$ cat src/design/rv_defs.svh
`ifndef RV_DEFS_SVH
`define RV_DEFS_SVH

// Integer data path width
`define RV_XLEN 32

// Architectural register count, x0 included
`define RV_NREGS 32

// Canonical no-op: addi x0, x0, 0
`define RV_NOP 32'h0000_0013

`endif

$ cat src/design/rv_isa_pkg.sv
`default_nettype none

package rv_isa_pkg;

    // Major opcodes handled by this slice
    typedef enum logic [6:0] {
        OPC_OP     = 7'b0110011,
        OPC_OP_IMM = 7'b0010011,
        OPC_LUI    = 7'b0110111,
        OPC_AUIPC  = 7'b0010111,
        OPC_JAL    = 7'b1101111,
        OPC_JALR   = 7'b1100111,
        OPC_BRANCH = 7'b1100011
    } opcode_e;

    typedef enum logic [3:0] {
        ALU_ADD    = 4'd0,
        ALU_SUB    = 4'd1,
        ALU_SLL    = 4'd2,
        ALU_SLT    = 4'd3,
        ALU_SLTU   = 4'd4,
        ALU_XOR    = 4'd5,
        ALU_SRL    = 4'd6,
        ALU_SRA    = 4'd7,
        ALU_OR     = 4'd8,
        ALU_AND    = 4'd9,
        ALU_PASS_B = 4'd10
    } alu_op_e;

    // Values match the branch funct3 field
    typedef enum logic [2:0] {
        BR_BEQ  = 3'b000,
        BR_BNE  = 3'b001,
        BR_BLT  = 3'b100,
        BR_BGE  = 3'b101,
        BR_BLTU = 3'b110,
        BR_BGEU = 3'b111
    } br_cond_e;

    typedef enum logic [1:0] {
        A_RS1  = 2'd0,
        A_PC   = 2'd1,
        A_ZERO = 2'd2
    } alu_a_sel_e;

endpackage

`default_nettype wire

$ cat src/design/rv_pipe_pkg.sv
`default_nettype none

`include "rv_defs.svh"

package rv_pipe_pkg;

    // Decoded control for one instruction
    typedef struct packed {
        logic                   reg_write;
        rv_isa_pkg::alu_a_sel_e alu_a_sel;
        logic                   alu_b_imm;
        rv_isa_pkg::alu_op_e    alu_op;
        logic                   is_branch;
        logic                   is_jump;
        logic                   jalr;
        rv_isa_pkg::br_cond_e   br_cond;
    } id_ctrl_t;

    // Operands and addresses carried from ID into EX
    typedef struct packed {
        logic [4:0]          rd;
        logic [4:0]          rs1;
        logic [4:0]          rs2;
        logic [`RV_XLEN-1:0] rs1_data;
        logic [`RV_XLEN-1:0] rs2_data;
        logic [`RV_XLEN-1:0] imm;
        logic [`RV_XLEN-1:0] pc;
        logic [`RV_XLEN-1:0] pc_plus4;
    } id_data_t;

    // Register file write port
    typedef struct packed {
        logic                en;
        logic [4:0]          rd;
        logic [`RV_XLEN-1:0] data;
    } wb_t;

    // Control word with no architectural effect
    localparam id_ctrl_t CTRL_BUBBLE = '{
        reg_write: 1'b0,
        alu_a_sel: rv_isa_pkg::A_RS1,
        alu_b_imm: 1'b0,
        alu_op:    rv_isa_pkg::ALU_ADD,
        is_branch: 1'b0,
        is_jump:   1'b0,
        jalr:      1'b0,
        br_cond:   rv_isa_pkg::BR_BEQ
    };

endpackage

`default_nettype wire

$ cat src/design/rv_decode_exec.sv
`timescale 1ns/1ps
`default_nettype none

`include "rv_defs.svh"

module rv_decode_exec (
    input  logic                clk,
    input  logic                rst_n,
    input  logic [31:0]         instr,
    input  logic [`RV_XLEN-1:0] pc,
    input  logic                instr_valid,
    input  logic                stall,
    output rv_pipe_pkg::wb_t    wb,
    output logic                redirect,
    output logic [`RV_XLEN-1:0] redirect_pc
);

    rv_pipe_pkg::id_ctrl_t ctrl_id;
    rv_pipe_pkg::id_ctrl_t ctrl_ex;
    rv_pipe_pkg::id_data_t data_id;
    rv_pipe_pkg::id_data_t data_ex;
    logic [31:0]           imm;
    logic [`RV_XLEN-1:0]   rs1_data;
    logic [`RV_XLEN-1:0]   rs2_data;

    rv_decoder decoder_inst (
        .instr       (instr),
        .instr_valid (instr_valid),
        .ctrl        (ctrl_id),
        .imm         (imm)
    );

    // Write port comes straight from EX, giving the forwarding path
    rv_regfile regfile_inst (
        .clk      (clk),
        .rst_n    (rst_n),
        .rs1      (instr[19:15]),
        .rs2      (instr[24:20]),
        .rs1_data (rs1_data),
        .rs2_data (rs2_data),
        .wb       (wb)
    );

    // ID stage payload
    assign data_id.rd       = instr[11:7];
    assign data_id.rs1      = instr[19:15];
    assign data_id.rs2      = instr[24:20];
    assign data_id.rs1_data = rs1_data;
    assign data_id.rs2_data = rs2_data;
    assign data_id.imm      = imm;
    assign data_id.pc       = pc;
    assign data_id.pc_plus4 = pc + `RV_XLEN'(4);

    rv_reg_id_ex #(
        .PIPELINED (1)
    ) reg_id_ex_inst (
        .clk     (clk),
        .rst_n   (rst_n),
        .stall   (stall),
        .flush   (redirect),
        .ctrl_id (ctrl_id),
        .data_id (data_id),
        .ctrl_ex (ctrl_ex),
        .data_ex (data_ex)
    );

    rv_execute execute_inst (
        .ctrl        (ctrl_ex),
        .data        (data_ex),
        .wb          (wb),
        .redirect    (redirect),
        .redirect_pc (redirect_pc)
    );

endmodule

`default_nettype wire

$ cat src/design/rv_decoder.sv
`timescale 1ns/1ps
`default_nettype none

`include "rv_defs.svh"

module rv_decoder (
    input  logic [31:0]           instr,
    input  logic                  instr_valid,
    output rv_pipe_pkg::id_ctrl_t ctrl,
    output logic [31:0]           imm
);

    logic [31:0] iw;
    logic [2:0]  funct3;
    logic        funct7_b5;
    logic [31:0] imm_i;
    logic [31:0] imm_b;
    logic [31:0] imm_u;
    logic [31:0] imm_j;

    // An empty slot decodes as the canonical no-op
    assign iw        = instr_valid ? instr : `RV_NOP;
    assign funct3    = iw[14:12];
    assign funct7_b5 = iw[30];

    assign imm_i = {{20{iw[31]}}, iw[31:20]};
    assign imm_b = {{19{iw[31]}}, iw[31], iw[7], iw[30:25], iw[11:8], 1'b0};
    assign imm_u = {iw[31:12], 12'b0};
    assign imm_j = {{11{iw[31]}}, iw[31], iw[19:12], iw[20], iw[30:21], 1'b0};

    // SUB only exists on OP; SRA/SRAI use funct7 bit 5 on both
    function automatic rv_isa_pkg::alu_op_e alu_from_funct(input logic [2:0] f3,
                                                          input logic is_op,
                                                          input logic f7b5);
        case (f3)
            3'b000:  return (is_op && f7b5) ? rv_isa_pkg::ALU_SUB : rv_isa_pkg::ALU_ADD;
            3'b001:  return rv_isa_pkg::ALU_SLL;
            3'b010:  return rv_isa_pkg::ALU_SLT;
            3'b011:  return rv_isa_pkg::ALU_SLTU;
            3'b100:  return rv_isa_pkg::ALU_XOR;
            3'b101:  return f7b5 ? rv_isa_pkg::ALU_SRA : rv_isa_pkg::ALU_SRL;
            3'b110:  return rv_isa_pkg::ALU_OR;
            default: return rv_isa_pkg::ALU_AND;
        endcase
    endfunction

    always_comb begin
        ctrl = rv_pipe_pkg::CTRL_BUBBLE;
        imm  = imm_i;
        case (rv_isa_pkg::opcode_e'(iw[6:0]))
            rv_isa_pkg::OPC_OP: begin
                ctrl.reg_write = 1'b1;
                ctrl.alu_op    = alu_from_funct(funct3, 1'b1, funct7_b5);
            end
            rv_isa_pkg::OPC_OP_IMM: begin
                ctrl.reg_write = 1'b1;
                ctrl.alu_b_imm = 1'b1;
                ctrl.alu_op    = alu_from_funct(funct3, 1'b0, funct7_b5);
            end
            rv_isa_pkg::OPC_LUI: begin
                ctrl.reg_write = 1'b1;
                ctrl.alu_a_sel = rv_isa_pkg::A_ZERO;
                ctrl.alu_b_imm = 1'b1;
                imm            = imm_u;
            end
            rv_isa_pkg::OPC_AUIPC: begin
                ctrl.reg_write = 1'b1;
                ctrl.alu_a_sel = rv_isa_pkg::A_PC;
                ctrl.alu_b_imm = 1'b1;
                imm            = imm_u;
            end
            rv_isa_pkg::OPC_JAL: begin
                ctrl.reg_write = 1'b1;
                ctrl.alu_a_sel = rv_isa_pkg::A_PC;
                ctrl.alu_b_imm = 1'b1;
                ctrl.is_jump   = 1'b1;
                imm            = imm_j;
            end
            rv_isa_pkg::OPC_JALR: begin
                ctrl.reg_write = 1'b1;
                ctrl.alu_a_sel = rv_isa_pkg::A_PC;
                ctrl.alu_b_imm = 1'b1;
                ctrl.is_jump   = 1'b1;
                ctrl.jalr      = 1'b1;
            end
            rv_isa_pkg::OPC_BRANCH: begin
                imm = imm_b;
                // funct3 010 and 011 are reserved and stay a bubble
                if (funct3[2:1] != 2'b01) begin
                    ctrl.is_branch = 1'b1;
                    ctrl.br_cond   = rv_isa_pkg::br_cond_e'(funct3);
                end
            end
            default: ;
        endcase

        if (iw == `RV_NOP) begin
            ctrl = rv_pipe_pkg::CTRL_BUBBLE;
        end
    end

endmodule

`default_nettype wire

$ cat src/design/rv_execute.sv
`timescale 1ns/1ps
`default_nettype none

`include "rv_defs.svh"

module rv_execute (
    input  rv_pipe_pkg::id_ctrl_t ctrl,
    input  rv_pipe_pkg::id_data_t data,
    output rv_pipe_pkg::wb_t      wb,
    output logic                  redirect,
    output logic [`RV_XLEN-1:0]   redirect_pc
);

    localparam int SHW = $clog2(`RV_XLEN);

    logic [`RV_XLEN-1:0] op_a;
    logic [`RV_XLEN-1:0] op_b;
    logic [`RV_XLEN-1:0] alu_res;
    logic [`RV_XLEN-1:0] jb_base;
    logic [`RV_XLEN-1:0] jb_sum;
    logic                rs_eq;
    logic                rs_lt_s;
    logic                rs_lt_u;
    logic                br_taken;

    // Operand select
    always_comb begin
        case (ctrl.alu_a_sel)
            rv_isa_pkg::A_RS1: op_a = data.rs1_data;
            rv_isa_pkg::A_PC:  op_a = data.pc;
            default:           op_a = '0;
        endcase
    end

    assign op_b = ctrl.alu_b_imm ? data.imm : data.rs2_data;

    always_comb begin
        case (ctrl.alu_op)
            rv_isa_pkg::ALU_ADD:    alu_res = op_a + op_b;
            rv_isa_pkg::ALU_SUB:    alu_res = op_a - op_b;
            rv_isa_pkg::ALU_SLL:    alu_res = op_a << op_b[SHW-1:0];
            rv_isa_pkg::ALU_SLT:    alu_res = {{(`RV_XLEN-1){1'b0}}, $signed(op_a) < $signed(op_b)};
            rv_isa_pkg::ALU_SLTU:   alu_res = {{(`RV_XLEN-1){1'b0}}, op_a < op_b};
            rv_isa_pkg::ALU_XOR:    alu_res = op_a ^ op_b;
            rv_isa_pkg::ALU_SRL:    alu_res = op_a >> op_b[SHW-1:0];
            rv_isa_pkg::ALU_SRA:    alu_res = $signed(op_a) >>> op_b[SHW-1:0];
            rv_isa_pkg::ALU_OR:     alu_res = op_a | op_b;
            rv_isa_pkg::ALU_AND:    alu_res = op_a & op_b;
            rv_isa_pkg::ALU_PASS_B: alu_res = op_b;
            default:                alu_res = '0;
        endcase
    end

    // Branch comparison on the raw register operands
    assign rs_eq   = data.rs1_data == data.rs2_data;
    assign rs_lt_s = $signed(data.rs1_data) < $signed(data.rs2_data);
    assign rs_lt_u = data.rs1_data < data.rs2_data;

    always_comb begin
        case (ctrl.br_cond)
            rv_isa_pkg::BR_BEQ:  br_taken = rs_eq;
            rv_isa_pkg::BR_BNE:  br_taken = !rs_eq;
            rv_isa_pkg::BR_BLT:  br_taken = rs_lt_s;
            rv_isa_pkg::BR_BGE:  br_taken = !rs_lt_s;
            rv_isa_pkg::BR_BLTU: br_taken = rs_lt_u;
            rv_isa_pkg::BR_BGEU: br_taken = !rs_lt_u;
            default:             br_taken = 1'b0;
        endcase
    end

    // JALR targets rs1 plus imm with bit 0 dropped
    assign jb_base     = ctrl.jalr ? data.rs1_data : data.pc;
    assign jb_sum      = jb_base + data.imm;
    assign redirect_pc = {jb_sum[`RV_XLEN-1:1], jb_sum[0] & !ctrl.jalr};
    assign redirect    = ctrl.is_jump || (ctrl.is_branch && br_taken);

    assign wb.en   = ctrl.reg_write && (data.rd != 5'd0);
    assign wb.rd   = data.rd;
    assign wb.data = ctrl.is_jump ? data.pc_plus4 : alu_res;

endmodule

`default_nettype wire

$ cat src/design/rv_reg_id_ex.sv
`timescale 1ns/1ps
`default_nettype none

module rv_reg_id_ex #(
    parameter int PIPELINED = 1
) (
    input  logic                  clk,
    input  logic                  rst_n,

    // Hazard control
    input  logic                  stall,
    input  logic                  flush,

    // Decode side
    input  rv_pipe_pkg::id_ctrl_t ctrl_id,
    input  rv_pipe_pkg::id_data_t data_id,

    // Execute side
    output rv_pipe_pkg::id_ctrl_t ctrl_ex,
    output rv_pipe_pkg::id_data_t data_ex
);

    if (PIPELINED != 0) begin : g_registered

        // Flush beats stall so a redirect always squashes the slot
        always_ff @(posedge clk or negedge rst_n) begin
            if (!rst_n) begin
                ctrl_ex <= rv_pipe_pkg::CTRL_BUBBLE;
            end else if (flush) begin
                ctrl_ex <= rv_pipe_pkg::CTRL_BUBBLE;
            end else if (!stall) begin
                ctrl_ex <= ctrl_id;
            end
        end

        // Operand payload follows ID unless stalled
        always_ff @(posedge clk) begin
            if (!stall) begin
                data_ex <= data_id;
            end
        end

    end else begin : g_passthrough

        assign ctrl_ex = ctrl_id;
        assign data_ex = data_id;

    end

endmodule

`default_nettype wire

$ cat src/design/rv_regfile.sv
`timescale 1ns/1ps
`default_nettype none

`include "rv_defs.svh"

module rv_regfile (
    input  logic                clk,
    input  logic                rst_n,
    input  logic [4:0]          rs1,
    input  logic [4:0]          rs2,
    output logic [`RV_XLEN-1:0] rs1_data,
    output logic [`RV_XLEN-1:0] rs2_data,
    input  rv_pipe_pkg::wb_t    wb
);

    // x0 has no storage
    logic [`RV_XLEN-1:0] regs [1:`RV_NREGS-1];
    logic                wr_active;

    assign wr_active = wb.en && (wb.rd != 5'd0);

    always_ff @(posedge clk or negedge rst_n) begin
        if (!rst_n) begin
            for (int i = 1; i < `RV_NREGS; i++) begin
                regs[i] <= '0;
            end
        end else if (wr_active) begin
            regs[wb.rd] <= wb.data;
        end
    end

    // Same-cycle write wins, which carries the EX result back into ID
    function automatic logic [`RV_XLEN-1:0] read_port(input logic [4:0] addr);
        if (addr == 5'd0) begin
            return '0;
        end
        if (wr_active && (wb.rd == addr)) begin
            return wb.data;
        end
        return regs[addr];
    endfunction

    always_comb begin
        rs1_data = read_port(rs1);
        rs2_data = read_port(rs2);
    end

endmodule

`default_nettype wire

$ cat config.mk
export PLATFORM = sky130hd
export DESIGN_NAME = rv_decode_exec
export DESIGN_NICKNAME = d
export VERILOG_FILES = /design/src/design/rv_isa_pkg.sv /design/src/design/rv_pipe_pkg.sv /design/src/design/rv_decode_exec.sv /design/src/design/rv_decoder.sv /design/src/design/rv_execute.sv /design/src/design/rv_reg_id_ex.sv /design/src/design/rv_regfile.sv
export VERILOG_INCLUDE_DIRS = /design/src /design/src/design
export SDC_FILE = /design/constraint.sdc
export NUM_CORES = 2
export LEC_CHECK = 0
export BUFFER_PORTS_ARGS = -buffer_cell sky130_fd_sc_hd__buf_2
export CAP_MARGIN = 25
export CORE_MARGIN = 3
export CORE_UTILIZATION = 43
export CTS_BUF_LIST = sky130_fd_sc_hd__clkbuf_8
export CTS_CLUSTER_SIZE = 20
export DETAILED_ROUTE_END_ITERATION = 7
export PLACE_DENSITY = 0.59
export SYNTH_ARGS = -nofsm -noshare
export SYNTH_HDL_FRONTEND = slang
export SYNTH_SLANG_ARGS = --single-unit
export TNS_END_PERCENT = 20
$ cat constraint.sdc
create_clock -name clk -period 5.35 [get_ports clk]
set_input_delay 1.07 -clock clk [delete_from_list [all_inputs] [get_ports clk]]
set_output_delay 1.07 -clock clk [all_outputs]
set_load 0.005 [all_outputs]
* Word level (Yosys, flattened, before mapping)
Cells that the tools add are included.
** Storage, ports and cells
- Register bits :: 1171
- Input port bits :: 68
- Output and inout bits :: 71
- Word-level logic and storage cells :: 173
** Cells by class
- Add/subtract/negate cells :: 4
- $lt $le $gt $ge :: 8
- Eq/ne operators :: 35
- Shift operators :: 3
- Muxes and demuxes :: 48
- Bitwise operators :: 7
- Reduce and logical (&&, ||, !) cells :: 23
** Operator list (count)
- $bwmux W992 :: 1
- $mux W32 :: 17
- $pmux W32 S11 :: 1
- $bmux W32 S5 :: 2
- $demux W32 S5 :: 1
- $lt A32 B32 Y1 :: 4
- $pmux W31 S3 :: 1
- $add A32 B32 Y32 :: 2
- $pmux W32 S2 :: 1
- $pmux W4 S7 :: 2
- $mux W14 :: 3
- $add A32 B3 Y32 const B :: 1
- $and A32 B32 Y32 :: 1
- $eq A32 B32 Y1 :: 1
- $eq A32 B5 Y1 const B :: 1
- $or A32 B32 Y32 :: 1
- $shl A32 B5 Y32 :: 1
- $shr A32 B5 Y32 :: 1
- $sshr A32 B5 Y32 :: 1
- $sub A32 B32 Y32 :: 1
- $xor A32 B32 Y32 :: 1
- $eq A3 B3 Y1 const B :: 7
- $eq A7 B7 Y1 const B :: 3
- $ge A6 B6 Y1 const B :: 3
- other kinds (31) :: 70

* Logic depth before layout (Yosys ltp)
- Depth after elaboration :: 8
- Gate-level depth with buffers :: 18

* Hierarchy
A second synthesis with hierarchy kept.
** Second synthesis, totals
- Cells, all modules :: 5893
- Area total of the unflattened synthesis :: 73161.4 sq um
** Modules (own cells, without submodules)
- rv_regfile :: times used 1, cells an instance 3557, area an instance 53438.8 sq um, sequential area each 24823.8 sq um
- rv_execute :: times used 1, cells an instance 1924, area an instance 12614.6 sq um, sequential area each 0.0 sq um
- rv_reg_id_ex :: times used 1, cells an instance 221, area an instance 5838.1 sq um, sequential area each 5605.4 sq um
- rv_decoder :: times used 1, cells an instance 110, area an instance 704.4 sq um, sequential area each 0.0 sq um
- rv_decode_exec :: times used 1, cells an instance 81, area an instance 565.5 sq um, sequential area each 0.0 sq um

* Worst setup path before layout
No wires, ideal clock.
- Kind :: register to output
- Start :: reg, netlist name reg_id_ex_inst.ctrl_ex[10]
- End :: out wb[21] (netlist bit)
- Arrival time :: 4.378 ns
- Path slack :: -0.098 ns
- Stages on the path, launching flop included :: 18
- Path buffers :: 5
- Path through :: dfrtp_1 -> buf_2 -> buf_2 -> buf_1 -> mux2i_1 -> inv_1 -> ha_1 -> clkbuf_1 -> or3b_1 -> a211o_1 -> a2111oi_0 -> o21ai_0 -> nand2_1 -> a21oi_1 -> and3_1 -> o31ai_4 -> buf_6 -> inv_2
** RTL lines
- end, declared :: RTL line rv_decode_exec.sv:13 : output rv_pipe_pkg::wb_t wb,

==> flow_summary.yaml <==
timing:
  worstMarginPinSlew_ps: 1260
  finalHoldViolCount: 0
  rsz0062_at_grt: "yes"
  finalCriticalPeriod_ps: 6050
  min_period_over_period: 1.13
  clock-skew-final_ps: 95.5
  slew_headroom: 0.149
  setup_viol: 39
  fin_ws_ps: -698
  drv_slew: 0
  fmax_ghz: 0.165
yosys:
  yosysTopAreaCell: "dfrtp_1"
  yosys-top-cells-area: "dfrtp_1 (35%), mux4_2 (19%), edfxtp_1 (6.8%)"
  synthCells: 6817
  synthArstFlopShare: 0.861
  yosys_register_bits: 1169
  seq_area_frac_synth: 0.416
  synth_common_cells: "nand2_1 (1182), dfrtp_1 (1006), mux4_2 (624), o21ai_0 (599), clkbuf_1 (447)"
  synth_nets: 7053
  ys.flop_type: "dfrtp_1"
  yosys_warnings: 0
  netlist_area_mm2: 0.0723
  synth-edff-count: 163
  synth_top_area_share: 0.348
  synth.avg_cell_area_um2: 10.6
  yosysMostFrequentCell: "nand2_1"
  synth_cell_types: 104
critical_path:
  path_delay_family: "compound AO/OA/AOI/OAI gates"
  setup.worst_path.start_class: "flop"
  path_buf_inv: 7
  cp-endpoint: "wb[28]"
  cpPeakStageDelay_ps: 660
  reg2reg_depth: 14
  cp_max_fo: 11
  cp.arrival_ps: 4980
  r2r_setup_slack_ps: 580
  startpoint: "reg_id_ex_inst.ctrl_ex[10]"
  endpoint_kind: "primary output"
  timing.rr.start: "reg_id_ex_inst.ctrl_ex[10]"
  cp_common_cell: "buf_4"
  worstPathRequired_ps: 4280
  r2r-end: "reg_id_ex_inst.data_ex[157]"
  worst-path-stages: 15
  cp_slowest_cell: "o21ai_1"
  path_class: "reg2out"
  cp_cell_sequence: "buf_12 -> mux2i_2 -> buf_4 -> nand2_1 -> o21ai_1 -> buf_4 -> buf_12 -> o31ai_1 -> buf_4 -> a311oi_1 -> o211ai_1 -> buf_4 -> a221oi_4 -> nor2_2 -> buf_2"
placed_design:
  dpl.hpwl_mm: 208
  pre_cts_slack_ps: -236
  io_buffers: 138
  dp.cells: 9066
  gp_congestion: 1.12
global_route:
  grt_use_met2: 0.543
  gr-total-overflow: 0
  grt_pass1_wl_mm: 437
  use_met1: 0.453
  grt_max_degree: 118
  use_met3: 0.0669
  busiest_layer: "met2"
  antenna_found_initial: 20
  grt_usage: 0.350
  grt_pass1_vias: 59600
run:
  drv_cap: 0
clocking:
  postCtsHoldBufs: 0
  numCtsBuffers: 198
  cts_sinks: 1169
  cts.clk_slew.worst_paths_ps: 60
  cts.path.max_buffers: 3
  cts_tree: "done"
  ctsHtreeMaxLevel: 4
  cts-root-buf: "clkbuf_8"
  clk_latency_ps: 1010
floorplan:
  num_io_pins: 139
  row_count: 149
  dieArea_mm2: 0.173
  die_h_um: 416
  core-area_mm2: 0.166
  start_util: 0.436
  die_w_um: 416
run_status:
  violations: "setup timing"
  outcome: "complete, but fails checks"
detailed_routing:
  wl_per_cell_um: 32.0
  viasPerCell: 6.41
  ant_nets: 0
  drt_wl_total_mm: 304
  drt_iter0_drc: 6999
  num_vias: 60800
  first_pass_iters: 8
  drc: 0
pwr:
  power_leakage_nw: 36.3
  power_density_mw_per_mm2: 447
  max-vdd-ir-drop_v: 0.000240
layout:
  fillers: 15000
  drive_above_1_share: 0.295
  multi_input_area_mm2: 0.0406
  areaGrowthSynthToFinish_pct: 17.0
  fin_cells: 9495
  ff_latch_area_mm2: 0.0301
  layout.nets: 7371
hold_path:
  hp-class: "in2async"
-- report_power, final --
group          internal, mW  switching [mW]  leakage [nW]  total, mW
clock network          4.46            3.95          2.35       8.42
logic                  6.82            9.00          18.8       15.8
registers              11.6            1.98          15.1       13.6
-- what timing repair did --
item | 4_1_cts | 5_1_grt
setup endpoints to repair | 51 | 45
cloned | 1 | 0
pin swaps | 84 | 23
gates resized for setup | 231 | 74
buffers inserted | 43 | 13
-- routing by layer --
layer / share of wire / up-vias
li1: - / 26000
met1: 0.39 / 30900
met2: 0.46 / 3097
met3: 0.080 / 827
met4: 0.075 / 6
met5: 0.00013 / -
-- how the worst min path moves through the flow --
stage | startpoint | to | slack (ps)
3_5_place_dp | regfile_inst.regs[547] | regfile_inst.regs[547] | 490
5_1_grt | rst_n | regfile_inst.regs[292] | 190
2_1_floorplan | regfile_inst.regs[184] | regfile_inst.regs[184] | 460
6_report | rst_n | regfile_inst.regs[839] | 170
4_1_cts | rst_n | regfile_inst.regs[489] | 130
3_3_place_gp | regfile_inst.regs[700] | regfile_inst.regs[700] | 470
-- registers in the layout, summed over array words and instances, names as in the netlist --
signal / cells
reg_id_ex_inst.ctrl_ex: 14
reg_id_ex_inst.data_ex: 163
regfile_inst.regs: 992
-- through the flow --
stage | util | total power, mW | area (um^2) | hold slack, ps | TNS (ps)
after CTS | 0.506 | 37.3 | 84000 | 132 | -18020
after floorplan | - | 22.2 | 72300 | 460 | -18.1
final | 0.510 | 37.8 | 84600 | 172 | -16300
after global routing | 0.509 | 39.7 | 84500 | 193 | -21820
after detailed placement | 0.473 | 28.3 | 78500 | 486 | -1150
after global placement | 0.473 | 28.0 | 78400 | 472 | -1050
-- final cells by class --
cell class                      count  share of cell area
Antenna cell                       19            0.000562
Clock buffer                      244              0.0397
Clock inverter                    108             0.00864
Inverter                          183             0.00836
Multi-Input combinational cell   4835               0.480
Sequential cell                  1169               0.356
Tap cell                         2189              0.0324
Timing Repair Buffer              748              0.0748
-- cells in the final DEF (no fill, tap or decap), types with 26 or more instances in the layout --
master	instances
nand2_1	1146
dfrtp_1	1001
mux4_2	624
o21ai_0	584
buf_4	515
o21ai_1	375
a21oi_1	313
clkbuf_8	244
nor2_1	241
inv_1	221
edfxtp_1	163
mux2_2	147
ha_1	142
mux2i_1	138
buf_2	128
o31ai_1	80
buf_12	68
nand3_1	56
xnor2_1	53
a21o_1	52
nor3_1	47
nand4_1	39
o21ai_2	36
nand2_4	32
a22oi_1	31
o22ai_1	30
o211ai_1	30
a211oi_1	27
buf_6	26
-- kinds of logic after synthesis --
family / Yosys count / synth area share
adder cells (fa/ha/maj): 168 / 0.0294
AO/OA/AOI/OAI: 1861 / 0.153
flip-flops: 1169 / 0.416
AND/OR/NAND/NOR: 1785 / 0.104
multiplexers: 944 / 0.242
buffers and inverters: 813 / 0.0458
XOR/XNOR: 77 / 0.00933
(Power assumes the default switching activity.)
